## src/source/divsqrt_pkg.sv

```systemverilog
// Shared widths and encodings; DATA_WIDTH must be even so the square root has whole result bits

`default_nettype none

package divsqrt_pkg;

  // ------------------------------------------------------------
  // Widths
  // ------------------------------------------------------------

  // Operand and result width, must stay even
  localparam int unsigned DATA_WIDTH = 16;
  // User tag returned with each result
  localparam int unsigned TAG_WIDTH = 4;

  // ------------------------------------------------------------
  // Vector types
  // ------------------------------------------------------------

  // Unsigned operand or result
  typedef logic [DATA_WIDTH-1:0] data_t;
  // Tag carried from input to output untouched
  typedef logic [TAG_WIDTH-1:0] tag_t;

  // ------------------------------------------------------------
  // Encodings
  // ------------------------------------------------------------

  // Operation select, one bit
  typedef enum logic {
    OP_DIV  = 1'b0,
    OP_SQRT = 1'b1
  } op_e;

  // Control FSM states
  // Idle waits for work, busy runs the core, hold keeps an unaccepted result
  typedef enum logic [1:0] {
    ST_IDLE = 2'd0,
    ST_BUSY = 2'd1,
    ST_HOLD = 2'd2
  } ctrl_state_e;

endpackage

`default_nettype wire
```

## src/source/divsqrt_multi.sv

```systemverilog
// Top level; busy_o sees only the last stage of each pipe, so deep pipes can hide items from it

`default_nettype none
`timescale 1ns/1ps

module divsqrt_multi import divsqrt_pkg::*; #(
  parameter int unsigned NumInpRegs = 1,
  parameter int unsigned NumOutRegs = 1
) (
  input  logic  clk_i,
  input  logic  rst_i,
  input  logic  flush_i,
  // Input handshake and payload
  input  logic  in_valid_i,
  output logic  in_ready_o,
  input  op_e   op_i,
  input  data_t operand_a_i,
  input  data_t operand_b_i,
  input  tag_t  tag_i,
  // Output handshake and payload
  output logic  out_valid_o,
  input  logic  out_ready_i,
  output data_t result_o,
  output logic  dz_o,
  output tag_t  tag_o,
  // Data in flight
  output logic  busy_o
);

  // Packed payload widths
  localparam int unsigned InpW = 1 + 2 * DATA_WIDTH + TAG_WIDTH;
  localparam int unsigned OutW = DATA_WIDTH + 1 + TAG_WIDTH;

  // ------------------------------------------------------------
  // Input pipeline
  // ------------------------------------------------------------

  logic [InpW-1:0] inp_data;
  logic            inp_valid;
  logic            inp_ready;
  op_e             inp_op;
  data_t           inp_a;
  data_t           inp_b;
  tag_t            inp_tag;

  pipe_regs #(
    .NumRegs      (NumInpRegs),
    .PayloadWidth (InpW)
  ) u_inp_pipe (
    .clk_i   (clk_i),
    .rst_i   (rst_i),
    .flush_i (flush_i),
    .valid_i (in_valid_i),
    .ready_o (in_ready_o),
    .data_i  ({op_i, operand_a_i, operand_b_i, tag_i}),
    .valid_o (inp_valid),
    .ready_i (inp_ready),
    .data_o  (inp_data)
  );

  // Unpack in the same order as packed above
  assign inp_op  = op_e'(inp_data[InpW-1]);
  assign {inp_a, inp_b, inp_tag} = inp_data[InpW-2:0];

  // ------------------------------------------------------------
  // Control and core
  // ------------------------------------------------------------

  logic  ctrl_valid;
  logic  ctrl_ready;
  data_t ctrl_result;
  logic  ctrl_dz;
  tag_t  ctrl_tag;
  logic  ctrl_busy;

  divsqrt_ctrl u_ctrl (
    .clk_i       (clk_i),
    .rst_i       (rst_i),
    .flush_i     (flush_i),
    .in_valid_i  (inp_valid),
    .in_ready_o  (inp_ready),
    .op_i        (inp_op),
    .operand_a_i (inp_a),
    .operand_b_i (inp_b),
    .tag_i       (inp_tag),
    .out_valid_o (ctrl_valid),
    .out_ready_i (ctrl_ready),
    .result_o    (ctrl_result),
    .dz_o        (ctrl_dz),
    .tag_o       (ctrl_tag),
    .busy_o      (ctrl_busy)
  );

  // ------------------------------------------------------------
  // Output pipeline
  // ------------------------------------------------------------

  logic [OutW-1:0] out_data;

  pipe_regs #(
    .NumRegs      (NumOutRegs),
    .PayloadWidth (OutW)
  ) u_out_pipe (
    .clk_i   (clk_i),
    .rst_i   (rst_i),
    .flush_i (flush_i),
    .valid_i (ctrl_valid),
    .ready_o (ctrl_ready),
    .data_i  ({ctrl_result, ctrl_dz, ctrl_tag}),
    .valid_o (out_valid_o),
    .ready_i (out_ready_i),
    .data_o  (out_data)
  );

  assign {result_o, dz_o, tag_o} = out_data;

  // Anything visible in the pipes or the control counts as in flight
  assign busy_o = ctrl_busy | inp_valid | out_valid_o;

endmodule

`default_nettype wire

```

## src/source/divsqrt_ctrl.sv

```systemverilog
// Control around the core; in_ready_o rises only in a start cycle, flush beats every other action

`default_nettype none
`timescale 1ns/1ps

module divsqrt_ctrl import divsqrt_pkg::*; (
  input  logic  clk_i,
  input  logic  rst_i,
  input  logic  flush_i,
  // From the input pipe
  input  logic  in_valid_i,
  output logic  in_ready_o,
  input  op_e   op_i,
  input  data_t operand_a_i,
  input  data_t operand_b_i,
  input  tag_t  tag_i,
  // To the output pipe
  output logic  out_valid_o,
  input  logic  out_ready_i,
  output data_t result_o,
  output logic  dz_o,
  output tag_t  tag_o,
  output logic  busy_o
);

  // ------------------------------------------------------------
  // Core interface
  // ------------------------------------------------------------

  logic  div_start;
  logic  sqrt_start;
  logic  unit_ready;
  logic  unit_done;
  data_t unit_result;
  logic  unit_dz;

  ctrl_state_e state_q, state_d;
  logic        can_accept;
  logic        accept;
  logic        out_valid;
  logic        busy;

  // Start pulses only for accepted work
  assign div_start  = accept & (op_i == OP_DIV);
  assign sqrt_start = accept & (op_i == OP_SQRT);
  assign in_ready_o = accept;

  iter_divsqrt u_core (
    .clk_i        (clk_i),
    .rst_i        (rst_i),
    .div_start_i  (div_start),
    .sqrt_start_i (sqrt_start),
    .kill_i       (flush_i),
    .operand_a_i  (operand_a_i),
    .operand_b_i  (operand_b_i),
    .ready_o      (unit_ready),
    .done_o       (unit_done),
    .result_o     (unit_result),
    .dz_o         (unit_dz)
  );

  // ------------------------------------------------------------
  // FSM
  // ------------------------------------------------------------

  always_comb begin
    can_accept = 1'b0;
    out_valid  = 1'b0;
    busy       = 1'b0;
    state_d    = state_q;

    unique case (state_q)
      ST_IDLE: begin
        can_accept = 1'b1;
      end
      ST_BUSY: begin
        busy = 1'b1;
        if (unit_done) begin
          out_valid = 1'b1;
          if (out_ready_i) begin
            // Result leaves now, new work may start in the same cycle
            state_d    = ST_IDLE;
            can_accept = 1'b1;
          end else begin
            state_d = ST_HOLD;
          end
        end
      end
      ST_HOLD: begin
        busy      = 1'b1;
        out_valid = 1'b1;
        if (out_ready_i) begin
          state_d    = ST_IDLE;
          can_accept = 1'b1;
        end
      end
      default: begin
        state_d = ST_IDLE;
      end
    endcase

    accept = can_accept & in_valid_i & unit_ready & ~flush_i;
    if (accept) begin
      state_d = ST_BUSY;
    end

    // Flush cancels whatever is in flight
    if (flush_i) begin
      out_valid = 1'b0;
      busy      = 1'b0;
      state_d   = ST_IDLE;
    end
  end

  always_ff @(posedge clk_i) begin
    if (rst_i) begin
      state_q <= ST_IDLE;
    end else begin
      state_q <= state_d;
    end
  end

  // ------------------------------------------------------------
  // Tag and hold registers
  // ------------------------------------------------------------

  tag_t  tag_q;
  data_t held_result_q;
  logic  held_dz_q;
  logic  hold_en;

  // Tag follows the operation from its start
  always_ff @(posedge clk_i) begin
    if (accept) begin
      tag_q <= tag_i;
    end
  end

  // Keep the result when downstream stalls in the done cycle
  assign hold_en = unit_done & ~out_ready_i;

  always_ff @(posedge clk_i) begin
    if (hold_en) begin
      held_result_q <= unit_result;
      held_dz_q     <= unit_dz;
    end
  end

  // Held copy wins while waiting
  assign result_o    = (state_q == ST_HOLD) ? held_result_q : unit_result;
  assign dz_o        = (state_q == ST_HOLD) ? held_dz_q : unit_dz;
  assign tag_o       = tag_q;
  assign out_valid_o = out_valid;
  assign busy_o      = busy;

endmodule

`default_nettype wire

```

## src/source/iter_divsqrt.sv

```systemverilog
// Unsigned iterative core; result and dz_o hold meaning only while done_o is high

`default_nettype none
`timescale 1ns/1ps

module iter_divsqrt import divsqrt_pkg::*; (
  input  logic  clk_i,
  input  logic  rst_i,
  // Start pulses, taken only while ready_o is high
  input  logic  div_start_i,
  input  logic  sqrt_start_i,
  input  logic  kill_i,
  input  data_t operand_a_i,
  input  data_t operand_b_i,
  // Status and result
  output logic  ready_o,
  output logic  done_o,
  output data_t result_o,
  output logic  dz_o
);

  // ------------------------------------------------------------
  // Local types and constants
  // ------------------------------------------------------------

  // Two spare bits cover the square root trial term
  localparam int unsigned RemW = DATA_WIDTH + 2;
  localparam int unsigned CntW = $clog2(DATA_WIDTH + 1);

  typedef logic [RemW-1:0] rem_t;
  typedef logic [CntW-1:0] cnt_t;

  // One quotient bit per step, or one root bit per step
  localparam cnt_t DivIters  = cnt_t'(DATA_WIDTH);
  localparam cnt_t SqrtIters = cnt_t'(DATA_WIDTH / 2);

  // ------------------------------------------------------------
  // State
  // ------------------------------------------------------------

  logic  busy_q;
  cnt_t  cnt_q;
  logic  sqrt_q;
  logic  dz_q;
  rem_t  rem_q;
  data_t sh_q;   // dividend or radicand, shifted out MSB first
  data_t res_q;  // quotient or root, shifted in LSB first
  data_t b_q;

  logic  start_ok;
  cnt_t  last_cnt;

  // Step inputs, muxed so the first step runs in the start cycle
  rem_t  rem_cur;
  data_t sh_cur;
  data_t res_cur;
  data_t b_cur;
  logic  sqrt_cur;

  // Step outputs
  rem_t  partial;
  rem_t  trial;
  logic  take;
  rem_t  rem_next;
  data_t sh_next;
  data_t res_next;

  assign last_cnt = sqrt_q ? SqrtIters : DivIters;
  assign done_o   = busy_q & (cnt_q == last_cnt);
  // Free again in the done cycle so back-to-back work is possible
  assign ready_o  = ~busy_q | done_o;
  assign start_ok = ready_o & (div_start_i | sqrt_start_i) & ~kill_i;

  // ------------------------------------------------------------
  // One iteration
  // ------------------------------------------------------------

  always_comb begin
    rem_cur  = start_ok ? '0 : rem_q;
    sh_cur   = start_ok ? operand_a_i : sh_q;
    res_cur  = start_ok ? '0 : res_q;
    b_cur    = start_ok ? operand_b_i : b_q;
    sqrt_cur = start_ok ? sqrt_start_i : sqrt_q;

    if (sqrt_cur) begin
      // Bring down two radicand bits, trial is 4*root + 1
      partial = {rem_cur[RemW-3:0], sh_cur[DATA_WIDTH-1:DATA_WIDTH-2]};
      trial   = {res_cur, 2'b01};
      sh_next = {sh_cur[DATA_WIDTH-3:0], 2'b00};
    end else begin
      // Restoring division, bring down one dividend bit
      partial = {rem_cur[RemW-2:0], sh_cur[DATA_WIDTH-1]};
      trial   = {2'b00, b_cur};
      sh_next = {sh_cur[DATA_WIDTH-2:0], 1'b0};
    end

    // Zero divisor always subtracts, so the quotient fills with ones
    take     = (partial >= trial);
    rem_next = take ? (partial - trial) : partial;
    res_next = {res_cur[DATA_WIDTH-2:0], take};
  end

  // ------------------------------------------------------------
  // Sequencing
  // ------------------------------------------------------------

  always_ff @(posedge clk_i) begin
    if (rst_i) begin
      busy_q <= 1'b0;
      cnt_q  <= '0;
    end else if (kill_i) begin
      busy_q <= 1'b0;
      cnt_q  <= '0;
    end else if (start_ok) begin
      busy_q <= 1'b1;
      cnt_q  <= cnt_t'(1);
    end else if (done_o) begin
      busy_q <= 1'b0;
      cnt_q  <= '0;
    end else if (busy_q) begin
      cnt_q <= cnt_q + cnt_t'(1);
    end
  end

  // Datapath registers
  always_ff @(posedge clk_i) begin
    if (start_ok) begin
      sqrt_q <= sqrt_start_i;
      b_q    <= operand_b_i;
      dz_q   <= ~sqrt_start_i & (operand_b_i == '0);
    end
    // Steps stop at done so the result stays put for the done cycle
    if (start_ok || (busy_q && !done_o)) begin
      rem_q <= rem_next;
      sh_q  <= sh_next;
      res_q <= res_next;
    end
  end

  assign result_o = res_q;
  assign dz_o     = dz_q;

endmodule

`default_nettype wire

```

## src/source/pipe_regs.sv

```systemverilog
// Elastic register chain; NumRegs of 0 gives plain wires, flush drops every stage's item

`default_nettype none
`timescale 1ns/1ps

module pipe_regs #(
  parameter int unsigned NumRegs      = 1,
  parameter int unsigned PayloadWidth = 8
) (
  input  logic                    clk_i,
  input  logic                    rst_i,
  input  logic                    flush_i,
  // Upstream side
  input  logic                    valid_i,
  output logic                    ready_o,
  input  logic [PayloadWidth-1:0] data_i,
  // Downstream side
  output logic                    valid_o,
  input  logic                    ready_i,
  output logic [PayloadWidth-1:0] data_o
);

  if (NumRegs == 0) begin : gen_wires

    // No stages so the handshake passes straight through
    assign valid_o = valid_i;
    assign ready_o = ready_i;
    assign data_o  = data_i;

  end else begin : gen_regs

    // ------------------------------------------------------------
    // Stage signals
    // ------------------------------------------------------------

    // Index k is the state after k+1 register stages
    logic                    valid_q [NumRegs];
    logic [PayloadWidth-1:0] data_q  [NumRegs];
    // Stage k may take an item in this cycle
    logic                    ready   [NumRegs];

    // Ready enters from the far end and ripples back
    always_comb begin
      ready[NumRegs-1] = ready_i | ~valid_q[NumRegs-1];
      // Advance when the next stage moves on or only holds a bubble
      for (int k = int'(NumRegs) - 2; k >= 0; k--) begin
        ready[k] = ready[k+1] | ~valid_q[k];
      end
    end

    // ------------------------------------------------------------
    // Register stages
    // ------------------------------------------------------------

    for (genvar k = 0; k < NumRegs; k++) begin : gen_stage
      logic                    prev_valid;
      logic [PayloadWidth-1:0] prev_data;
      logic                    load;

      // First stage takes from upstream and the others from the stage before
      if (k == 0) begin : gen_entry
        assign prev_valid = valid_i;
        assign prev_data  = data_i;
      end else begin : gen_link
        assign prev_valid = valid_q[k-1];
        assign prev_data  = data_q[k-1];
      end

      // Data only moves when a real item is handed over
      assign load = ready[k] & prev_valid;

      // Valid bit cleared by reset and by flush
      always_ff @(posedge clk_i) begin
        if (rst_i) begin
          valid_q[k] <= 1'b0;
        end else if (flush_i) begin
          valid_q[k] <= 1'b0;
        end else if (ready[k]) begin
          valid_q[k] <= prev_valid;
        end
      end

      // Payload register with enable only
      always_ff @(posedge clk_i) begin
        if (load) begin
          data_q[k] <= prev_data;
        end
      end
    end

    // ------------------------------------------------------------
    // Exit
    // ------------------------------------------------------------

    assign ready_o = ready[0];
    assign valid_o = valid_q[NumRegs-1];
    assign data_o  = data_q[NumRegs-1];

  end

endmodule

`default_nettype wire

```

## config.mk

```make
export PLATFORM = sky130hd
export DESIGN_NAME = divsqrt_multi
export DESIGN_NICKNAME = d
export VERILOG_FILES = /design/src/source/divsqrt_pkg.sv /design/src/source/divsqrt_multi.sv /design/src/source/divsqrt_ctrl.sv /design/src/source/iter_divsqrt.sv /design/src/source/pipe_regs.sv
export SDC_FILE = /design/constraint.sdc
export NUM_CORES = 1
export LEC_CHECK = 0
export BUFFER_PORTS_ARGS = -buffer_cell sky130_fd_sc_hd__buf_2
export CAP_MARGIN = 10
export CORE_UTILIZATION = 36
export CTS_BUF_LIST = sky130_fd_sc_hd__clkbuf_16
export CTS_CLUSTER_SIZE = 20
export DETAILED_ROUTE_END_ITERATION = 10
export GPL_TIMING_DRIVEN = 0
export SYNTH_ARGS = -nofsm -noshare
export SYNTH_HDL_FRONTEND = slang
export SYNTH_HIERARCHICAL = 1
export SYNTH_SLANG_ARGS = --single-unit
```

## constraint.sdc

```tcl
create_clock -name clk_i -period 4.78 [get_ports clk_i]
set_input_delay 0.717 -clock clk_i [delete_from_list [all_inputs] [get_ports clk_i]]
set_output_delay 0.717 -clock clk_i [all_outputs]
set_load 0.05 [all_outputs]
```

## Word-level counts from Yosys, hierarchy flattened

Memories as Yosys holds them, arrays and structs flattened.
Index checks and enable logic that the tools add are counted.

| word-level totals | value |
|---|---|
| flip-flop bits (word level) | 96 |
| memory bits (writable) | 60 |
| input bits | 42 |
| memories | 4 |

| operators by class | value |
|---|---|
| $add $sub $neg | 2 |
| $lt $le $gt $ge | 1 |
| eq/ne operators | 8 |
| mux-type cells | 54 |
| bitwise operators | 26 |
| reduce and logical (&&, ||, !) cells | 17 |

Memories:

| memory | depth | bits a word | read ports | clocked after Yosys merged registers in | wr ports | line | source |
|---|---|---|---|---|---|---|---|
| u_inp_pipe.gen_regs.data_q | 1 | 37 | 1 | 0 | 1 | pipe_regs.sv:38 | `logic [PayloadWidth-1:0] data_q [NumRegs];` |
| u_out_pipe.gen_regs.data_q | 1 | 21 | 1 | 0 | 1 | pipe_regs.sv:38 |  |
| u_inp_pipe.gen_regs.valid_q | 1 | 1 | 1 | 0 | 1 | pipe_regs.sv:37 | `logic valid_q [NumRegs];` |
| u_out_pipe.gen_regs.valid_q | 1 | 1 | 1 | 0 | 1 | pipe_regs.sv:37 |  |

Operators by type and width:

| operator | number |
|---|---|
| two-way mux 16 bit | 5 |
| two-way mux 1 bit | 38 |
| two-way mux 18 bit | 2 |
| two-way mux 17 bit | 2 |
| greater-or-equal comparator 18 bit | 1 |
| subtractor 17 bit | 1 |
| zero test 16 bit | 1 |
| bitwise AND 1 bit | 12 |
| NOT 1 bit | 8 |
| two-way mux 2 bit | 3 |
| bitwise OR 1 bit | 6 |
| one-hot mux 2 bit (3 select lines) | 1 |
| AND reduction 3 bit | 2 |
| adder 5 x 1 -> 5 bit (second input constant) | 1 |
| == test 5 bit | 1 |
| two-way mux 5 bit | 1 |
| != test 2 x 1 -> 1 bit (second input constant) | 2 |
| OR reduction 1 bit | 4 |
| OR reduction 2 bit | 2 |
| OR reduction 4 bit | 1 |
| != test 3 x 1 -> 1 bit (second input constant) | 1 |
| != test 3 x 2 -> 1 bit (second input constant) | 1 |
| one-hot mux 1 bit (3 select lines) | 1 |
| nonzero test 3 bit | 1 |
| 10 further kinds | 10 |

## Logic depth before layout (Yosys ltp)

Gate-level depths: netlist of the first run.
An unclocked memory read counts as a cell.

| depth | value |
|---|---|
| depth after elaboration | 17 |
| mapped depth | 24 |
| gate-level depth less buffers | 23 |

## Cells and area by module

The synthesis of the first run kept the hierarchy.

Modules (own cells, without submodules):

| module | times used | cells each | area an instance (um^2) | seq. area each (um^2) |
|---|---|---|---|---|
| iter_divsqrt | 1 | 400 | 4506.8 | 1931.9 |
| pipe_regs at u_inp_pipe | 1 | 43 | 1177.4 | 1141.1 |
| divsqrt_ctrl | 1 | 68 | 1102.3 | 670.6 |
| pipe_regs at u_out_pipe | 1 | 27 | 696.9 | 660.6 |
| divsqrt_multi | 1 | 1 | 6.3 | 0.0 |

## Least setup slack after synthesis of the first run

Ideal clock, no wire load.

| timing | value |
|---|---|
| path type | reg2reg |
| start point | register u_ctrl.u_core.sqrt_q |
| end point | register u_ctrl.u_core.rem_q[10] (data pin) |
| library setup time | 0.260 ns |
| arrival time | 4.623 ns |
| data required time | 4.520 ns |
| slack | -0.104 ns |
| cell stages (with the launch flop) | 22 |
| buffers on the path | 3 |
| clock period less this slack | 4.884 ns |
| cell sequence | dfxtp_1 -> buf_6 -> nor3b_1 -> o21ai_2 -> nor2_1 -> nand3_1 -> a2111oi_4 -> and2_1 -> o21bai_1 -> nand2b_4 -> inv_4 -> mux2i_4 -> buf_2 -> nand2_1 -> fa_1 -> a21oi_1 -> o211ai_2 -> a21oi_2 -> a21boi_4 -> o21ai_4 -> buf_12 -> mux2_4 |

| on the way | value |
|---|---|
| cells in the longest elaborated chain, start to end | 16 |

Ends and longest elaborated chain:

| element | line | source |
|---|---|---|
| start: declaration | iter_divsqrt.sv:43 | `logic sqrt_q;` |
| start signal: assignment | iter_divsqrt.sv:128 | `sqrt_q <= sqrt_start_i;` |
| two-way mux 5 bit (*) | iter_divsqrt.sv:68 | `assign last_cnt = sqrt_q ? SqrtIters : DivIters;` |
| == test 5 bit (*) | iter_divsqrt.sv:69 | `assign done_o = busy_q & (cnt_q == last_cnt);` |
| bitwise AND 1 bit (*) | iter_divsqrt.sv:69 |  |
| via u_ctrl.unit_done | divsqrt_ctrl.sv:33 | `logic unit_done;` |
| two-way mux 1 bit | divsqrt_ctrl.sv:78 | `if (unit_done) begin` |
| one-hot mux 1 bit (3 select lines) | divsqrt_ctrl.sv:72 | `unique case (state_q)` |
| bitwise AND 1 bit | divsqrt_ctrl.sv:102 | `accept = can_accept & in_valid_i & unit_ready & ~flush_i;` |
| bitwise AND 1 bit (*) (2 in series) | divsqrt_ctrl.sv:102 |  |
| via inp_ready | divsqrt_multi.sv:40 | `logic inp_ready;` |
| [1 not listed] | - |  |
| via u_ctrl.sqrt_start | divsqrt_ctrl.sv:31 | `logic sqrt_start;` |
| bitwise OR 1 bit | iter_divsqrt.sv:72 | `assign start_ok = ready_o & (div_start_i \| sqrt_start_i) & ~kill_i;` |
| bitwise AND 1 bit (2 in series) | iter_divsqrt.sv:72 |  |
| two-way mux 16 bit (tied with other cells) | iter_divsqrt.sv:80 | `sh_cur = start_ok ? operand_a_i : sh_q;` |
| two-way mux 18 bit | iter_divsqrt.sv:85 | `if (sqrt_cur) begin` |
| greater-or-equal comparator 18 bit (*) | iter_divsqrt.sv:98 | `take = (partial >= trial);` |
| via u_ctrl.u_core.take | iter_divsqrt.sv:63 | `logic take;` |
| two-way mux 17 bit (*) | iter_divsqrt.sv:99 | `rem_next = take ? (partial - trial) : partial;` |
| via u_ctrl.u_core.rem_next[10] | iter_divsqrt.sv:64 | `rem_t rem_next;` |
| end signal: assignment | iter_divsqrt.sv:134 | `rem_q <= rem_next;` |
| end: declaration | iter_divsqrt.sv:45 | `rem_t rem_q;` |

The timed path passes the listed nets; every way through them passes the cells marked *.
A chain may end at the register's enable or synchronous reset.

## Final worst setup path of the first run

| timing | value |
|---|---|
| start point | register u_ctrl.u_core.cnt_q[0] |
| end point | register u_ctrl.u_core.rem_q[15] (data pin) |

| on the way | value |
|---|---|
| cells in the longest elaborated chain, start to end | 15 |

Ends and longest elaborated chain:

| element | line | source |
|---|---|---|
| start: declaration | iter_divsqrt.sv:42 | `cnt_t cnt_q;` |
| start signal: assignment | iter_divsqrt.sv:116 | `cnt_q <= cnt_t'(1);` |
| start signal: assignment | iter_divsqrt.sv:121 | `cnt_q <= cnt_q + cnt_t'(1);` |
| == test 5 bit (*) | iter_divsqrt.sv:69 |  |
| bitwise AND 1 bit (*) | iter_divsqrt.sv:69 |  |
| via u_ctrl.unit_done | divsqrt_ctrl.sv:33 |  |
| two-way mux 1 bit | divsqrt_ctrl.sv:78 |  |
| one-hot mux 1 bit (3 select lines) | divsqrt_ctrl.sv:72 |  |
| bitwise AND 1 bit | divsqrt_ctrl.sv:102 |  |
| bitwise AND 1 bit (*) (2 in series) | divsqrt_ctrl.sv:102 |  |
| via inp_ready | divsqrt_multi.sv:40 |  |
| [1 not listed] | - |  |
| via u_ctrl.sqrt_start | divsqrt_ctrl.sv:31 |  |
| bitwise OR 1 bit (*) | iter_divsqrt.sv:72 |  |
| bitwise AND 1 bit (*) (2 in series) | iter_divsqrt.sv:72 |  |
| two-way mux 16 bit (*) | - |  |
| via u_ctrl.u_core.b_cur[2] | iter_divsqrt.sv:57 | `data_t b_cur;` |
| two-way mux 18 bit (*) | iter_divsqrt.sv:85 |  |
| subtractor 17 bit / greater-or-equal comparator 18 bit (equally long branches) | iter_divsqrt.sv:99, iter_divsqrt.sv:98 |  |
| two-way mux 17 bit (*) | iter_divsqrt.sv:99 |  |
| via u_ctrl.u_core.rem_next[15] | iter_divsqrt.sv:64 |  |

Marks and branches as above.

==> results.cfg, run 1 <==
[outcome]
outcome = finished clean

[setup_path]
critPathRequiredTime_ps = 4950
rr_startpoint = u_ctrl/u_core/cnt_q[0]
slowest_stage = a2111oi_4
cp_max_fo = 10
max_stage_delay_ps = 420
rr_worst_depth = 21
critPathArrivalTime_ps = 4810
worstSetupStartpointType = flop
crit_buf_inv = 3
crit_type = reg -> reg
critical_path.cell_chain = inv_1 -> ha_1 -> nor2b_4 -> o21ai_4 -> nor2_4 -> nand3_2 -> a2111oi_4 -> and2_4 -> o21bai_2 -> nand2b_4 -> clkinv_8 -> buf_6 -> mux2_4 -> a22oi_2 -> ha_2 -> a21oi_2 -> a21oi_2 -> nor4b_4 -> o41ai_2 -> xor2_1 -> mux2_4
critPathCaptureType = flop
r2r_slack_ps = 140
critical_path.top_delay_family = compound AO/OA/AOI/OAI gates
worstReg2RegEnd = u_ctrl/u_core/rem_q[15]

[timing]
final-hold-violation-count = 0
fin_skew_ps = 10.6
finalCritPeriodShare = 0.972
final_max_slew_viol_count = 0
tightest_slew_ps = 966
timing.fmax_mhz = 215
whs_ps = 420
slew_headroom = 0.356
period_needed_ps = 4640
setup_viol = 0

[drt]
vias = 4636
dr.pass1.iters = 4
via_per_inst = 4.97
ant_nets = 0
drc = 0
wl_per_cell_um = 17.5
routed_wl_mm = 16.3
drt_iter0_drc = 196

[synthesis]
syn_nets = 606
synth_cell_types = 64
seq_area_frac_synth = 0.588
synth_seq_cells = 155
synth_edf_count = 130
synth_top_cell_by_area = edfxtp_1
ys_async_sr_fraction = 0
avgSynthCellArea_um2 = 13.9
netlist_area_mm2 = 0.00749
synthCells = 539
yosysWarnings = 6
netlist.area_leader.share = 0.521
synth_flop_cell = edfxtp_1
netlist_top_cells_area = edfxtp_1 (52%), dfxtp_1 (6.7%), mux2i_1 (4.5%)

[cells_and_area]
layout-drive-gt1-share = 0.354
area_delta_synth_final_pct = 21.8
instances_no_fill = 933
nets = 717
utilization = 0.449
diodes = 0

[min_path]
hp-start = u_inp_pipe/gen_regs.data_q[0][1]
hold_class = reg -> reg
min_to = u_ctrl/tag_o[1]
worstHoldPathCells = 0

[global_route]
grt_max_degree = 38
track_usage = 0.158
grt_pass1_vias = 4723
grt_pass1_wl_mm = 25.9
antenna_found_initial = 0
grt_overflow = 0

[floorplanning]
core_area_mm2 = 0.0203
die_w_um = 146
initial_utilization = 0.369
die_area_mm2 = 0.0214
num_io_pins = 66
rows = 52
die_h_um = 146

[placement]
io_buffers = 65
gp_congestion = 0.864
placed_cells = 875
dp_hpwl_mm = 11.4

[pwr]
cellLeakagePower_uw = 0.00331
p_per_area_mw_per_mm2 = 421
irDropWorstVdd_mv = 0.273

[clock_network]
numCtsBuffers = 17
clk_latency_ps = 420
cts_buffer_depth = 2
cts.sinks = 155
cts_tree = yes
path_clk_slew_ps = 60
htreeDepth = 4
clock-root-buffer = clkbuf_16
cts_hold_buf = 0

[flow_run]
cap_violations = 0
[state kept, by name, summed over array words and instances, names as in the netlist, 2 cells and up]
| register | cells |
|---|---|
| u_ctrl/held_result_q | 16 |
| u_ctrl/u_core/b_q | 16 |
| u_ctrl/tag_o | 4 |
| u_ctrl/state_q | 2 |
| u_ctrl/u_core/result_o | 16 |
| u_inp_pipe/gen_regs.data_q | 37 |
| u_ctrl/u_core/cnt_q | 5 |
| u_ctrl/u_core/sh_q | 15 |
| u_out_pipe/gen_regs.data_q | 21 |
| u_ctrl/u_core/rem_q | 17 |
[power by group]
group,switching (uW),internal [uW],total (uW)
sequential,34.4,1580,1610
clock,523,704,1230
combinational,492,509,1000
total,1050,2790,3840
[final cells by class]
class                   count  area, um2
well taps                 270        338
repair buffers             92        551
flip-flops and latches    155       4410
fillers                  1900      11200
plain buffers              22        160
clock inverters            15        109
multi-input cells         350       3070
clock buffers              17        425
inverters                  12       57.6
[worst register-to-register path, stage by stage, from the launching register on]
cell	delay, ps
dfxtp_4	360
inv_1	50
ha_1	140
nor2b_4	170
o21ai_4	90
nor2_4	140
nand3_2	110
a2111oi_4	420
and2_4	210
o21bai_2	90
nand2b_4	190
clkinv_8	80
buf_6	150
mux2_4	320
a22oi_2	220
ha_2	350
a21oi_2	200
a21oi_2	110
nor4b_4	430
o41ai_2	140
xor2_1	150
mux2_4	280
[how the worst max path moves through the flow]
stage,end,cells past startpoint,slack (ps),from
2_1_floorplan,u_ctrl/u_core/rem_q[10],24,30,u_ctrl/u_core/cnt_q[0]
3_3_place_gp,u_ctrl/u_core/rem_q[11],21,-810,u_ctrl/u_core/cnt_q[0]
3_5_place_dp,u_ctrl/u_core/rem_q[11],21,-930,u_ctrl/u_core/cnt_q[0]
4_1_cts,u_ctrl/u_core/rem_q[15],22,7,u_ctrl/u_core/cnt_q[0]
5_1_grt,u_ctrl/u_core/rem_q[15],23,-50,u_ctrl/u_core/cnt_q[0]
6_report,u_ctrl/u_core/rem_q[15],21,140,u_ctrl/u_core/cnt_q[0]
[Yosys cell counts (3+ instances only)]
cell / number
a211oi_1: 16
a21o_1: 3
a21oi_1: 33
a22oi_1: 14
and2_1: 3
and3_1: 3
buf_2: 9
buf_6: 4
clkbuf_1: 7
dfxtp_1: 25
edfxtp_1: 130
ha_1: 24
inv_1: 11
mux2_2: 29
mux2_4: 21
mux2i_1: 34
nand2_1: 14
nand2b_4: 3
nand3_1: 9
nand4_1: 5
nor2_1: 29
nor2b_1: 33
nor4_1: 4
o21a_1: 3
o21ai_0: 10
o21bai_1: 3
xnor2_1: 7
xor2_1: 11
[through the flow]
stage / setup TNS [ps] / worst slack, ps / power (uW) / instance area (um2)
CTS: 0 / 7.47 / 3790 / 8890
global placement: -11530 / -809 / 2470 / 8180
finish: 0 / 136 / 3840 / 9120
detailed placement: -13610 / -931 / 2490 / 8200
floorplan: 0 / 26.5 / 2300 / 7510
global route: -646 / -53.7 / 4020 / 9120
[metal layers]
layer,global-route usage,vias up,part of all wire
li1,-,2270,-
met1,0.215,2240,0.47
met2,0.250,113,0.46
met3,0.0356,13,0.054
met4,0.0510,0,0.015
met5,0,-,0
[cell families (layout without fill, tap and decap cells)]
kind of cell	count (synthesis)	count (layout)	synth area share
DFF	155	155	0.588
and+or+nand+nor	124	124	0.0959
AOI/OAI and AO/OA	98	98	0.0931
buffers and inverters	34	158	0.0251
adders and majority gates	25	25	0.0428
xor gates and xnor gates	18	18	0.0210
muxes	85	85	0.134
[placed cells by master, fill, tap and decap left out, types with 3 or more instances in the layout]
master | synthesis | routed
edfxtp_1 | 130 | 130
buf_2 | 9 | 72
mux2i_1 | 34 | 34
nor2b_1 | 33 | 32
mux2_2 | 29 | 29
nor2_1 | 29 | 28
a21oi_1 | 33 | 27
buf_4 | 0 | 24
dfxtp_1 | 25 | 23
mux2_4 | 21 | 21
ha_1 | 24 | 20
clkbuf_16 | 0 | 17
a211oi_1 | 16 | 15
nand2_1 | 14 | 13
inv_1 | 11 | 12
a22oi_1 | 14 | 12
xor2_1 | 11 | 11
o21ai_0 | 10 | 8
nand3_1 | 9 | 8
xnor2_1 | 7 | 7
clkbuf_1 | 7 | 6
a21oi_2 | 2 | 5
buf_6 | 4 | 5
nand4_1 | 5 | 5
clkinv_1 | 0 | 4
nor4_1 | 4 | 4
clkinv_2 | 0 | 3
o21a_1 | 3 | 3
nand2b_4 | 3 | 3
a21oi_4 | 0 | 3
and3_1 | 3 | 3
a21o_1 | 3 | 3
buf_12 | 1 | 3
ha_2 | 0 | 3
[what timing repair did]
item                                    CTS  global route
resized for setup                        13            33
endpoints found under the setup margin   18            17
pin swaps                                 8            13
buffers inserted                         12            14
(Power assumes the default switching activity.)
==> run 2: changes to the inputs <==
RECOVER_POWER = 25   (was unset)
==> run 2 against run 1 <==
Wire length decreased by 0.12%. Core utilization is 0.068 points lower. Setup slack worse by 8.7 ps. Die area did not move. Final area fell by 0.15%.
==> results.cfg, run 2 (same netlist as run 1, synthesis figures left out) <==
[placement]
dp_hpwl_mm = 11.4
placed_cells = 875
gp_congestion = 0.864
io_buffers = 65
place_area_mm2 = 0.00820

[timing]
timing.fmax_mhz = 215
final_max_slew_viol_count = 0
final-hold-violation-count = 0
fin_skew_ps = 9.91
finalSetupTns_ps = 0
tightest_slew_ps = 955
period_needed_ps = 4650
setup_viol = 0
slew_headroom = 0.364
finalCritPeriodShare = 0.973

[flow_run]
cap_violations = 0

[cells_and_area]
layout-drive-gt1-share = 0.344
nets = 717
final_common_cell = edfxtp_1
mostFrequentLayoutCells = edfxtp_1 (130), buf_2 (67), mux2i_1 (34)
area_delta_synth_final_pct = 21.6
design_area_mm2 = 0.00910
reg_top3 = u_inp_pipe/gen_regs.data_q (37), u_out_pipe/gen_regs.data_q (21), u_ctrl/u_core/rem_q (17)
largest_register_ffs = 37
diodes = 0
top_register = u_inp_pipe/gen_regs.data_q
instances_no_fill = 933

[drt]
via_per_inst = 4.96
wl_per_cell_um = 17.4
routed_wl_mm = 16.3
drc = 0
drt_iter0_drc = 191
dr.pass1.iters = 4
ant_nets = 0
vias = 4629

[floorplanning]
die_w_um = 146
core_area_mm2 = 0.0203
die_area_mm2 = 0.0214
die_h_um = 146
rows = 52
num_io_pins = 66
initial_utilization = 0.369

[global_route]
grt_max_degree = 38
antenna_found_initial = 0
grt_overflow = 0
grt_pass1_vias = 4723
track_usage = 0.158
grt_pass1_wl_mm = 25.9

[min_path]
hp-start = u_inp_pipe/gen_regs.data_q[0][1]
hold_class = reg -> reg
worstHoldPathCells = 0

[clock_network]
htreeDepth = 4
cts_tree = yes
clock-root-buffer = clkbuf_16
path_clk_slew_ps = 60
clk_latency_ps = 420
cts_hold_buf = 0
cts.sinks = 155
numCtsBuffers = 17
cts_buffer_depth = 2

[setup_path]
r2r_slack_ps = 130
crit_type = reg -> reg
critical_path.cell_chain = inv_1 -> ha_1 -> nor2b_4 -> o21ai_4 -> nor2_4 -> nand3_2 -> a2111oi_4 -> and2_4 -> o21bai_2 -> nand2b_4 -> clkinv_8 -> buf_8 -> mux2_4 -> a22oi_1 -> ha_1 -> nand3_1 -> o211ai_4 -> a21oi_2 -> a21boi_4 -> o21ai_4 -> buf_12 -> mux2_4
worstSetupStartpointType = flop
critPathLaunch = u_ctrl/u_core/cnt_q[0]
critPathArrivalTime_ps = 4820
rr_startpoint = u_ctrl/u_core/cnt_q[0]
cp_max_fo = 10
max_stage_delay_ps = 420
critPathCaptureType = flop
slowest_stage = a2111oi_4
critPathRequiredTime_ps = 4940
rr_worst_depth = 22

[pwr]
cellLeakagePower_uw = 0.00330
p_per_area_mw_per_mm2 = 422
irDropWorstVdd_mv = 0.271

[outcome]
outcome = finished clean
## run 2: changes by cell type in the layout (fill, tap and decap cells not counted)
cell,previous run,this run
clkbuf_1,6,12
buf_2,72,67
mux2_2,29,28
mux2_1,0,1
buf_6,5,4
## run 2: per-stage QoR
step	worst slack, ps	utilization	total power (uW)	hold slack (ps)
finish	127	0.449	3840	419
global route	-53.7	0.449	4020	426
CTS	7.47	0.438	3790	423
detailed placement	-931	0.404	2490	407
global placement	-809	0.403	2470	406
floorplan	26.5	-	2300	400
## run 2: path summary, 6_finish.rpt
path | endpoint
setup reg to reg | u_ctrl/u_core/rem_q[15]
setup / recovery | u_ctrl/u_core/rem_q[15]
hold reg to reg | u_ctrl/tag_o[1]
hold / removal | u_ctrl/tag_o[1]
## run 2: worst max-delay path, delay by kind of cell, from the launching register on
family | cells | cell delay [ps]
AO/OA/AOI/OAI | 8 | 1380
adder cells (fa/ha/maj) | 2 | 500
AND/OR/NAND/NOR | 6 | 1030
flip-flops | 1 | 360
buffers and inverters | 4 | 470
multiplexers | 2 | 650
## run 2: what timing repair did
action	4_1_cts	5_1_grt
buffers inserted	12	14
pin swaps	8	13
setup endpoints to repair	18	17
gates resized for setup	13	33
## run 2: power breakdown
| part | leakage (uW) | switching (uW) | internal [uW] |
|---|---|---|---|
| registers | 0.00141 | 34.3 | 1580 |
| clock network | 0.000266 | 521 | 705 |
| logic | 0.00162 | 492 | 508 |
| total | 0.00330 | 1050 | 2790 |
## run 2: cell type report
class | count | area [um2]
Timing Repair Buffer | 92 | 544
Clock inverter | 15 | 109
Fill cell | 1904 | 11200
Buffer | 22 | 153
Clock buffer | 17 | 425
Inverter | 12 | 57.6
Sequential cell | 155 | 4410
Multi-Input combinational cell | 350 | 3070
Tap cell | 270 | 338
## run 2: routing by layer
layer,wire [um],track usage
met1,7530,0.215
met2,7500,0.250
met3,1000,0.0356
met4,230,0.0510
met5,0,0
